$ cat config.mk
export PLATFORM = sky130hd
export DESIGN_NAME = tx_credit_tracker
export DESIGN_NICKNAME = d
export VERILOG_FILES = /design/src/avl_tx_pkg.sv /design/src/tx_credit_tracker.sv
export SDC_FILE = /design/constraint.sdc
export NUM_CORES = 1
export LEC_CHECK = 0
export CAP_MARGIN = 25
export CORE_MARGIN = 5
export CORE_UTILIZATION = 50
export CTS_CLUSTER_SIZE = 10
export DETAILED_ROUTE_END_ITERATION = 16
export DONT_BUFFER_PORTS = 1
export PLACE_DENSITY = 0.69
export SLEW_MARGIN = 20
export SYNTH_ARGS = -nofsm -noshare
export SYNTH_HDL_FRONTEND = slang
export SYNTH_SLANG_ARGS = --single-unit
export TNS_END_PERCENT = 1
$ cat constraint.sdc
create_clock -name AvlClk_i -period 2.5 [get_ports AvlClk_i]
set_clock_uncertainty 0.1 [all_clocks]
set_input_delay 0 -clock AvlClk_i [delete_from_list [all_inputs] [get_ports AvlClk_i]]
set_output_delay 0 -clock AvlClk_i [all_outputs]
set_load 0.02 [all_outputs]
$ cat src/avl_tx_pkg.sv
// Shared widths, limits, TLP codes and bus structs of the Avalon to PCIe TX bridge
// Every bridge file refers to these by avl_tx_pkg:: scoped names
package avl_tx_pkg;

  // Avalon side
  localparam int AVL_ADDR_W     = 20;
  localparam int PASS_THRU_BITS = 16;   // Low bits kept as is
  localparam int NUM_PAGES      = 16;
  localparam int BURST_W        = 4;    // Bursts of 1 to 8 qwords
  localparam int DATA_W         = 64;

  // Queue depths and their free count widths
  localparam int CMD_FIFO_DEPTH   = 16;
  localparam int WRDAT_FIFO_DEPTH = 64;
  localparam int CMD_CNT_W        = $clog2(CMD_FIFO_DEPTH) + 1;
  localparam int WRDAT_CNT_W      = $clog2(WRDAT_FIFO_DEPTH) + 1;

  // Flow control limits advertised by the core
  localparam int P_HDR_CREDITS  = 8;
  localparam int P_DATA_CREDITS = 32;
  localparam int NP_HDR_CREDITS = 4;
  localparam int CRED_W         = 8;

  localparam int TAG_W = 5;

  // Format and type byte of DW0
  localparam logic [7:0] FMT_MWR32 = 8'h40;
  localparam logic [7:0] FMT_MWR64 = 8'h60;
  localparam logic [7:0] FMT_MRD32 = 8'h00;
  localparam logic [7:0] FMT_MRD64 = 8'h20;

  typedef struct packed {
    logic                  chipselect;
    logic                  read;
    logic                  write;
    logic [AVL_ADDR_W-1:0] address;     // Byte address
    logic [BURST_W-1:0]    burstcount;
  } avl_cmd_t;

  typedef struct packed {
    logic        wr;
    logic        rd;
    logic [4:0]  idx;                   // Entry * 2, bit 0 picks the high word
    logic [31:0] wdata;
  } adtr_req_t;

  typedef struct packed {
    logic               is_write;
    logic [63:0]        addr;
    logic [BURST_W-1:0] len;            // In qwords
  } pcie_cmd_t;

  typedef struct packed {
    logic              valid;
    logic              sop;
    logic              eop;
    logic [DATA_W-1:0] data;
  } tx_beat_t;

  typedef struct packed {
    logic       p_hdr;
    logic [3:0] p_data;
    logic       np_hdr;
  } cred_return_t;

endpackage
$ cat src/tx_credit_tracker.sv
// Available posted header, posted data and non-posted header credits
// Returns from the core add, TLP starts subtract, both in the same cycle
`timescale 1ns/1ps

module tx_credit_tracker (
  input  logic                            AvlClk_i,
  input  logic                            Rstn_i,
  input  avl_tx_pkg::cred_return_t        cred_ret_i,
  input  logic                            consume_i,
  input  logic [3:0]                      consume_p_data_i,
  input  logic                            consume_np_i,
  output logic [avl_tx_pkg::CRED_W-1:0]   p_hdr_avail_o,
  output logic [avl_tx_pkg::CRED_W-1:0]   p_data_avail_o,
  output logic [avl_tx_pkg::CRED_W-1:0]   np_hdr_avail_o
);

  // Clamps to zero and to the counter maximum
  function automatic logic [avl_tx_pkg::CRED_W-1:0] sat_update(
    input logic [avl_tx_pkg::CRED_W-1:0] cur,
    input logic [3:0]                    add,
    input logic [3:0]                    sub
  );
    logic [avl_tx_pkg::CRED_W:0] sum;
    sum = {1'b0, cur} + (avl_tx_pkg::CRED_W + 1)'(add);
    if (sum < (avl_tx_pkg::CRED_W + 1)'(sub))
      return '0;
    sum = sum - (avl_tx_pkg::CRED_W + 1)'(sub);
    if (sum[avl_tx_pkg::CRED_W])
      return '1;
    return sum[avl_tx_pkg::CRED_W-1:0];
  endfunction

  always_ff @(posedge AvlClk_i or negedge Rstn_i)
  begin
    if (!Rstn_i)
    begin
      p_hdr_avail_o  <= (avl_tx_pkg::CRED_W)'(avl_tx_pkg::P_HDR_CREDITS);
      p_data_avail_o <= (avl_tx_pkg::CRED_W)'(avl_tx_pkg::P_DATA_CREDITS);
      np_hdr_avail_o <= (avl_tx_pkg::CRED_W)'(avl_tx_pkg::NP_HDR_CREDITS);
    end
    else
    begin
      p_hdr_avail_o  <= sat_update(p_hdr_avail_o, {3'b000, cred_ret_i.p_hdr},
                                   {3'b000, consume_i & ~consume_np_i});
      p_data_avail_o <= sat_update(p_data_avail_o, cred_ret_i.p_data,
                                   consume_i ? consume_p_data_i : 4'h0);
      np_hdr_avail_o <= sat_update(np_hdr_avail_o, {3'b000, cred_ret_i.np_hdr},
                                   {3'b000, consume_i & consume_np_i});
    end
  end

endmodule

==> flow_summary.toml, run 1 <==
[floorplanning]
dieArea_sq_um = 5780
die_width_microns = 76.0
num_rows = 24
start_util_pct = 50.8
io_pins = 38
core_sq_um = 4290
chipHeight_microns = 76.0

[power]
power.share.switching_pct = 45.7
ir_worst_vdd_mv = 0.868
power_frac_comb_pct = 65.6
power_frac_seq_pct = 26.2
power.internal_mw = 2.24
p_switching_mw = 1.88
leakage_nw = 1.14
clkPwrFrac_pct = 8.3
power_density_nw_per_um2 = 1500

[critical_path]
path_class = "reg -> reg"
worst-endpoint-arrival_ns = 2.80
end_kind = "flop"
cp_data_required_time_ns = 2.57
worstPathMaxFanout = 3
start_kind = "flop"

[yosys]
syn_inst = 256
syn_avg_cell_area_sq_um = 8.52
yosysMostFrequentCell = "a21oi_1"
synthTopCellsByArea = "dfrtp_1, ha_1, xnor2_1"
synth_flop_cell = "dfrtp_1"
synthTopCellsByCount = "a21oi_1, dfrtp_1, nor2_1, nand2_1"
syn_nets = 288
ys_types = 53
syn_area_sq_um = 2180
synth_area_leader_cell = "dfrtp_1"
ys_async_sr_fraction_pct = 100
synth_seq_cells = 24
yosysWarnings = 0
ys_seq_area_share_pct = 27.7
synth_top_area_share_pct = 24.1
synth_enable_flop_cells = 0

[route]
firstDrtPassIters = 4
routedWlPerCell_microns = 15.7
drtAntennaViolNets = 0
dr_total_vias = 2023
drc = 0
drt_iter0_markers = 124
wirelength_microns = 5460
viasPerCell = 5.81

[global_routing]
grt.total_usage_pct = 18.6
grt_pass1_wl_microns = 9030
antenna_found_initial = 0
grt_overflow = 0
grt_max_degree = 25
first_global_vias = 1979

[timing]
setup_violations = 8
tightest_slew_ns = 0.510
slew_violations = 0
final.min_clock_period_ns = 2.73
relSlewSlack_pct = 65.7
hold_slack_ns = 0.0813
postLayoutSetupSlackWorst_ns = -0.229
setup_tns_ns = -1.42
hold_violations = 0
period_share_pct = 109
rsz0062_at_grt = "true"
max_freq_mhz = 366

[final_layout]
drive_above_1_share_pct = 27.4
fin_cells = 348
fin_nets = 329
fin_util_pct = 64.1
num_antenna_cells = 0
final_area_sq_um = 2750
area_growth_pct = 26.2
fillers = 369

[clock_tree]
numCtsBuffers = 3
clockRootBuffer = "clkbuf_8"
clock_latency_ns = 0.27
cts_htree_levels = 1
clk_pin_slew_ns = 0.09
clockBufferDepth = 2
tritoncts = "built"
cts.sinks = 24

[placed_design]
hpwl_microns = 4100
place_area_sq_um = 2500
place.gp.congestion = 0.850
portBuffers = 0
dp.cells = 333

[worst_hold_path]
hold_path.class = "in -> reg"

[run_status]
status = "finished with violations"
violations = "negative setup slack"

[run]
drv_cap = 0
==> metal layers <==
| layer | vias up | part of all wire (%) | track usage [%] |
|---|---|---|---|
| met3 | 10 | 5.1 | 4.26 |
| li1 | 1013 | - | - |
| met4 | 0 | 2.3 | 6.23 |
| met2 | 44 | 49 | 31.3 |
| met5 | - | 0 | 0 |
| met1 | 956 | 44 | 23.2 |
==> power groups by stage <==
stage | combinational, mW | clock (mW) | sequential [mW]
after floorplan | 1.59 | 0 | 1.07
after global placement | 2.37 | 0 | 1.07
after detailed placement | 2.44 | 0 | 1.07
after CTS | 2.57 | 0.351 | 1.07
after global routing | 2.98 | 0.367 | 1.12
final | 2.70 | 0.341 | 1.08
==> cell type report <==
type	count	area (sq um)	share of cell area (%)
inverter	10	37.5	1.36
multi-input combinational	208	1570	57.2
sequential	24	606	22.0
clock inverter	1	30.0	1.09
timing repair buffer	50	398	14.5
clock buffer	3	41.3	1.50
tap	52	65.1	2.36
==> worst max-delay path, stage by stage, from the launching register on <==
cell	delay (ns)
dfrtp_2	0.44
ha_4	0.17
fa_2	0.34
xor2_1	0.15
ha_1	0.30
nor2b_1	0.14
o21a_1	0.17
nor2_2	0.16
o211ai_1	0.17
a2111o_1	0.31
and3_1	0.18
==> stage by stage <==
stage / setup slack (ns) / total power [mW]
2_1_floorplan: -0.234 / 2.66
3_3_place_gp: -0.188 / 3.44
3_5_place_dp: -0.264 / 3.52
4_1_cts: -0.184 / 3.99
5_1_grt: -0.330 / 4.47
6_report: -0.229 / 4.12
==> state kept, by name, summed over array words and instances, names as in the netlist <==
register / count
np_hdr_avail_o: 8
p_data_avail_o: 8
p_hdr_avail_o: 8
==> kinds of logic (layout without fill, tap and decap cells) <==
family	count (synthesis)	count (layout)	share of synthesized area, %
multiplexers	3	3	1.38
buffers and inverters	24	64	4.88
AND/OR/NAND/NOR	93	93	23.5
XOR/XNOR	25	25	10.0
flip-flops	24	24	27.7
adder cells (fa/ha/maj)	18	18	11.0
AO/OA/AOI/OAI	69	69	21.5
==> path summary, 6_finish.rpt <==
kind	startpoint	endpoint	slack [ns]	cells past startpoint
min in group asynchronous	Rstn_i	p_hdr_avail_o[1]$_DFF_PN0_	0.09	2
worst max register to register	p_data_avail_o[0]$_DFF_PN0_	p_data_avail_o[7]$_DFF_PN0_	-0.23	10
worst min register to register	np_hdr_avail_o[4]$_DFF_PN0_	np_hdr_avail_o[4]$_DFF_PN0_	0.61	2
worst min-delay path	consume_i	p_data_avail_o[1]$_DFF_PN0_	0.08	4
worst max-delay path	p_data_avail_o[0]$_DFF_PN0_	p_data_avail_o[7]$_DFF_PN0_	-0.23	10
max in group asynchronous	Rstn_i	np_hdr_avail_o[2]$_DFF_PN1_	1.99	2
==> timing repair <==
action / in CTS / in global routing
hold buffers: 5 / 0
hold endpoints to repair: 27 / 0
gates resized for setup: 7 / 11
endpoints found under the setup margin: 14 / 24
buffers inserted: 3 / 3
pin swaps: 7 / 7
==> placed cells by master, fill, tap and decap left out, types with 4 or more instances in the layout <==
cell type and count:
inv_1 10, and2_1 6, nand4_1 7, buf_4 45
o21ai_0 4, dlygate4sd3_1 4, nand2_1 17, ha_1 12
nand3_1 7, o21a_1 5, nor3_1 4, dfrtp_1 20
nor2_1 16, nor2b_1 6, a21oi_1 24, xor2_1 8
xnor2_1 16
Note: power is estimated with default switching activity, not from simulation.
==> inputs of run 2 (changes only) <==
Settings changed: CELL_PAD_IN_SITES_DETAIL_PLACEMENT set to 1, CELL_PAD_IN_SITES_GLOBAL_PLACEMENT set to 1, CORE_UTILIZATION 50 to 43, PLACE_DENSITY 0.69 to 0.77.
==> run 2 against run 1 <==
  * The run ends with negative hold slack, negative setup slack left
  * Design area is 1.5% lower
  * Clock power is 1% higher
  * Clock-buffer cell count unchanged
  * Non-clock buffer count is 9 lower
  * Hold slack worse by 0.097 ns
  * Via count increased by 0.84%
  * Cell count is 2.6% higher
  * Critical path type unchanged
  * Critical endpoint unchanged
  * Highest routed layer unchanged
==> flow_summary.toml, run 2 (same netlist as run 1, synthesis figures left out) <==
[final_layout]
num_antenna_cells = 0
fillers = 618
final_cell_mix = "buf_4, a21oi_1, dfrtp_1"
area_growth_pct = 24.3
drive_above_1_share_pct = 25.8
final_area_sq_um = 2710
largest_registers = "np_hdr_avail_o x8, p_data_avail_o x8, p_hdr_avail_o x8"
fin_nets = 320
layout_commonest_cell = "buf_4"

[timing]
hold_violations = 1
slew_violations = 0
setup_violations = 8
relSlewSlack_pct = 64.7
max_freq_mhz = 365
hold_slack_ns = -0.0157
final.min_clock_period_ns = 2.74
tightest_slew_ns = 0.529
rsz0062_at_grt = "true"
postLayoutSetupSlackWorst_ns = -0.242
period_share_pct = 110

[placed_design]
hpwl_microns = 4950
place_area_sq_um = 2500
portBuffers = 0
place.gp.congestion = 0.804
place_ws_ns = -0.246

[critical_path]
path_class = "reg -> reg"
worstPathMaxFanout = 4
start_kind = "flop"
worst-endpoint-arrival_ns = 2.80
end_kind = "flop"
cp_data_required_time_ns = 2.56

[route]
drtAntennaViolNets = 0
viasPerCell = 5.71
dr_total_vias = 2040
routedWlPerCell_microns = 17.2
drc = 0
firstDrtPassIters = 4
drt_iter0_markers = 47
wirelength_microns = 6160

[floorplanning]
num_rows = 26
start_util_pct = 43.5
core_sq_um = 5010
dieArea_sq_um = 6600
chipHeight_microns = 81.2
io_pins = 38
die_width_microns = 81.2

[global_routing]
grt_overflow = 0
antenna_found_initial = 0
first_global_vias = 2184
grt_max_degree = 25
grt.total_usage_pct = 20.5
grt_pass1_wl_microns = 10600

[clock_tree]
clk_pin_slew_ns = 0.09
clockRootBuffer = "clkbuf_8"
postCtsSetupBuffers = 0
tritoncts = "built"
cts.sinks = 24
cts_htree_levels = 1
clock_latency_ns = 0.27
numCtsBuffers = 3
clockBufferDepth = 2

[power]
power.internal_mw = 2.12
ir_worst_vdd_mv = 0.950
power_density_nw_per_um2 = 1500
power_frac_comb_pct = 63.9
power.share.switching_pct = 48.0
power_frac_seq_pct = 27.6
p_switching_mw = 1.96
clkPwrFrac_pct = 8.5
leakage_nw = 1.10

[run_status]
violations = "negative hold slack, negative setup slack"
status = "finished with violations"

[worst_hold_path]
hold_path.class = "in -> reg"

[run]
drv_cap = 0
==> run 2: cell count changes in the layout (fill, tap and decap cells not counted), sizes merged <==
cell / change
buf: -9
==> run 2: power by group through the flow <==
| stage | Clock [mW] | Sequential [mW] | Combinational, mW |
|---|---|---|---|
| after floorplan | 0 | 1.07 | 1.59 |
| after global placement | 0 | 1.10 | 2.32 |
| after detailed placement | 0 | 1.12 | 2.43 |
| after CTS | 0.347 | 1.11 | 2.50 |
| after global routing | 0.367 | 1.17 | 2.90 |
| final | 0.345 | 1.13 | 2.61 |
==> run 2: layer usage <==
metal / part of all wire [%] / up-vias / wire length (microns) / track usage (%)
met5: 0 / - / 0 / 0
met4: 0.91 / 0 / 56 / 3.55
met3: 3.3 / 6 / 203 / 2.33
met2: 48 / 35 / 2960 / 36.0
met1: 48 / 1004 / 2940 / 27.5
li1: - / 995 / - / -
==> run 2: layout make-up <==
cell class,count,area (sq um),area share [%]
Timing Repair Buffer,41,315,11.6
Inverter,10,37.5,1.38
Sequential cell,24,606,22.3
Clock inverter,1,30.0,1.11
Tap cell,70,87.6,3.23
Multi-Input combinational cell,208,1590,58.8
Clock buffer,3,41.3,1.52
==> run 2: worst max-delay path, cell delays in order, from the launching register on <==
cell	delay, ns
dfrtp_2	0.43
ha_4	0.17
fa_2	0.35
xor2_1	0.16
ha_1	0.29
nor2b_1	0.14
o21a_1	0.19
nor2_2	0.17
o211ai_1	0.15
a2111o_1	0.31
and3_4	0.18
==> run 2: path summary, 6_finish.rpt <==
check                      slack, ns  cells past startpoint                         from                     endpoint
hold reg to reg                 0.68                      2   p_hdr_avail_o[3]$_DFF_PN1_   p_hdr_avail_o[3]$_DFF_PN1_
max in group asynchronous       1.76                      2                       Rstn_i  p_data_avail_o[0]$_DFF_PN0_
min in group asynchronous       0.16                      2                       Rstn_i  p_data_avail_o[2]$_DFF_PN0_
setup / recovery               -0.24                     10  p_data_avail_o[0]$_DFF_PN0_  p_data_avail_o[7]$_DFF_PN0_
hold / removal                 -0.02                      3                 consume_np_i   p_hdr_avail_o[0]$_DFF_PN0_
setup reg to reg               -0.24                     10  p_data_avail_o[0]$_DFF_PN0_  p_data_avail_o[7]$_DFF_PN0_
==> run 2: timing repair <==
action | in CTS | in global routing
hold buffers | 4 | 1
endpoints found under the hold margin | 26 | 21
resized for setup | 10 | 15
endpoints found under the setup margin | 19 | 24
pin swaps | 8 | 3
==> run 2: metrics by stage <==
step	cells	TNS (ns)	total power, mW	utilization, %
floorplan	256	-1.08	2.66	-
global placement	348	-1.05	3.42	49.9
detailed placement	348	-1.85	3.55	49.9
CTS	356	-1.14	3.96	52.9
global route	357	-2.12	4.43	54.1
finish	357	-1.11	4.08	54.1
==> inputs of run 3 (changes only) <==
Settings changed: SETUP_SLACK_MARGIN set to 0.3.
==> run 3 against run 2 <==
  * The run ends with negative setup slack left
  * Critical path type unchanged
  * Via count increased by 1.7%
  * First-iteration DRC count increased by 34%
  * Hold slack improved by 0.017 ns
  * Register-to-register slack about the same
  * Largest power group unchanged
==> flow_summary.toml, run 3 (same netlist as run 1, synthesis figures left out) <==
[placed_design]
hpwl_microns = 4950
portBuffers = 0
place.gp.congestion = 0.804

[timing]
tightest_slew_ns = 0.555
period_share_pct = 110
postLayoutSetupSlackWorst_ns = -0.245
setup_violations = 8
slew_violations = 0
hold_violations = 0
final.min_clock_period_ns = 2.75
relSlewSlack_pct = 62.8
max_freq_mhz = 364
rsz0062_at_grt = "true"

[critical_path]
r2r_slack_ns = -0.25
regToRegEndpoint = "p_data_avail_o[7]$_DFF_PN0_"
crit_chain = "ha_4, fa_2, xor2_1, ha_1, nor2b_1, o21a_1, nor2_2, o211ai_1, a2111o_1, and3_4"
path_class = "reg -> reg"
reg2reg_from = "p_data_avail_o[0]$_DFF_PN0_"
path_depth = 10
rr_worst_depth = 10
worst-endpoint-arrival_ns = 2.81
worstPathMaxFanout = 4
crit_path_start = "p_data_avail_o[0]$_DFF_PN0_"
crit_buf_inv = 0
end_kind = "flop"
crit_path_top_delay_cell = "dfrtp_2"
start_kind = "flop"
cp_top_family = "adder cells"
cp_data_required_time_ns = 2.57
endpoint = "p_data_avail_o[7]$_DFF_PN0_"
cpPeakStageDelay_ns = 0.43

[power]
finalPower_mw = 4.29
power_density_nw_per_um2 = 1500
leakage_nw = 1.12
ir_worst_vdd_mv = 0.957

[route]
wirelength_microns = 6550
drtAntennaViolNets = 0
drt_iter0_markers = 63
viasPerCell = 5.81
routedWlPerCell_microns = 18.3
firstDrtPassIters = 4
dr_total_vias = 2075
drc = 0

[clock_tree]
numCtsBuffers = 3
cts_htree_levels = 1
cts.sinks = 24
clock_latency_ns = 0.28
tritoncts = "built"
clockBufferDepth = 2
postCtsSetupBuffers = 0
clockRootBuffer = "clkbuf_8"
clk_pin_slew_ns = 0.10

[final_layout]
fin_nets = 320
fillers = 598
fin_util_pct = 57.2
final_cell_mix = "buf_4, dfrtp_1, a21oi_1"
drive_above_1_share_pct = 32.8
multi_input_area_sq_um = 1740
num_antenna_cells = 0
layout_commonest_cell = "buf_4"
seq_area_sq_um = 609
largest_registers = "np_hdr_avail_o x8, p_data_avail_o x8, p_hdr_avail_o x8"
area_growth_pct = 31.3

[global_routing]
grt_pass1_wl_microns = 10900
first_global_vias = 2237
grt.total_usage_pct = 21.2
grt_max_degree = 25
antenna_found_initial = 0
grt_overflow = 0

[floorplanning]
start_util_pct = 43.5
chipHeight_microns = 81.2
io_pins = 38
die_width_microns = 81.2
num_rows = 26
dieArea_sq_um = 6600
core_sq_um = 5010

[run]
drv_cap = 0

[run_status]
violations = "negative setup slack"
status = "finished with violations"

[worst_hold_path]
hold_path.class = "in -> reg"
hp-start = "consume_np_i"
run 3: cell counts in the layout (fill, tap and decap cells not counted):
Identical to the previous run, type by type.
run 3: per-stage QoR:
step	hold slack (ns)	cell area [sq um]	TNS [ns]	instances	setup slack (ns)
2_1_floorplan	-0.396	2210	-1.08	256	-0.234
3_3_place_gp	-0.395	2500	-1.05	348	-0.166
3_5_place_dp	-0.395	2500	-1.85	348	-0.246
4_1_cts	0.00111	2750	-1.13	356	-0.237
5_1_grt	0.0211	2860	-2.08	357	-0.324
6_report	0.00143	2860	-1.13	357	-0.245
run 3: layout make-up:
cell class	count	share of cell area [%]
inverter	10	1.31
sequential	24	21.3
timing repair buffer	41	11.1
tap	70	3.06
multi-input combinational	208	60.7
clock inverter	1	1.05
clock buffer	3	1.44
run 3: worst min-delay path by stage:
stage                                   to  slack (ns)  cells past startpoint
2_1_floorplan  np_hdr_avail_o[0]$_DFF_PN0_       -0.40                      0
3_3_place_gp    p_hdr_avail_o[6]$_DFF_PN0_       -0.39                      0
3_5_place_dp    p_hdr_avail_o[7]$_DFF_PN0_       -0.39                      0
4_1_cts         p_hdr_avail_o[0]$_DFF_PN0_       0.001                      3
5_1_grt         p_hdr_avail_o[0]$_DFF_PN0_        0.02                      3
6_report        p_hdr_avail_o[0]$_DFF_PN0_       0.001                      3
run 3: what timing repair did:
action                     4_1_cts  5_1_grt
cloned                           0        0
hold buffers                     4        1
setup endpoints to repair       24       24
pin swaps                       16       18
hold endpoints to repair        26       21
gates resized for setup         32       24
run 3: power breakdown:
part	switching [mW]	internal [mW]	leakage [nW]	total [mW]
registers	0.529	0.629	0.281	1.16
logic	1.40	1.38	0.806	2.78
clock network	0.135	0.214	0.0357	0.350
total	2.07	2.23	1.12	4.29
run 3: tightest hold or removal path, cell delays in order:
cell and delay, ns:
nor2b_1 0.12, ha_1 0.16, a21oi_2 0.07
run 3: metal layers:
metal | GRT usage [%] | wire length (microns)
met1 | 27.9 | 2990
met2 | 37.3 | 3260
met3 | 2.33 | 219
met4 | 4.90 | 76
met5 | 0 | 0
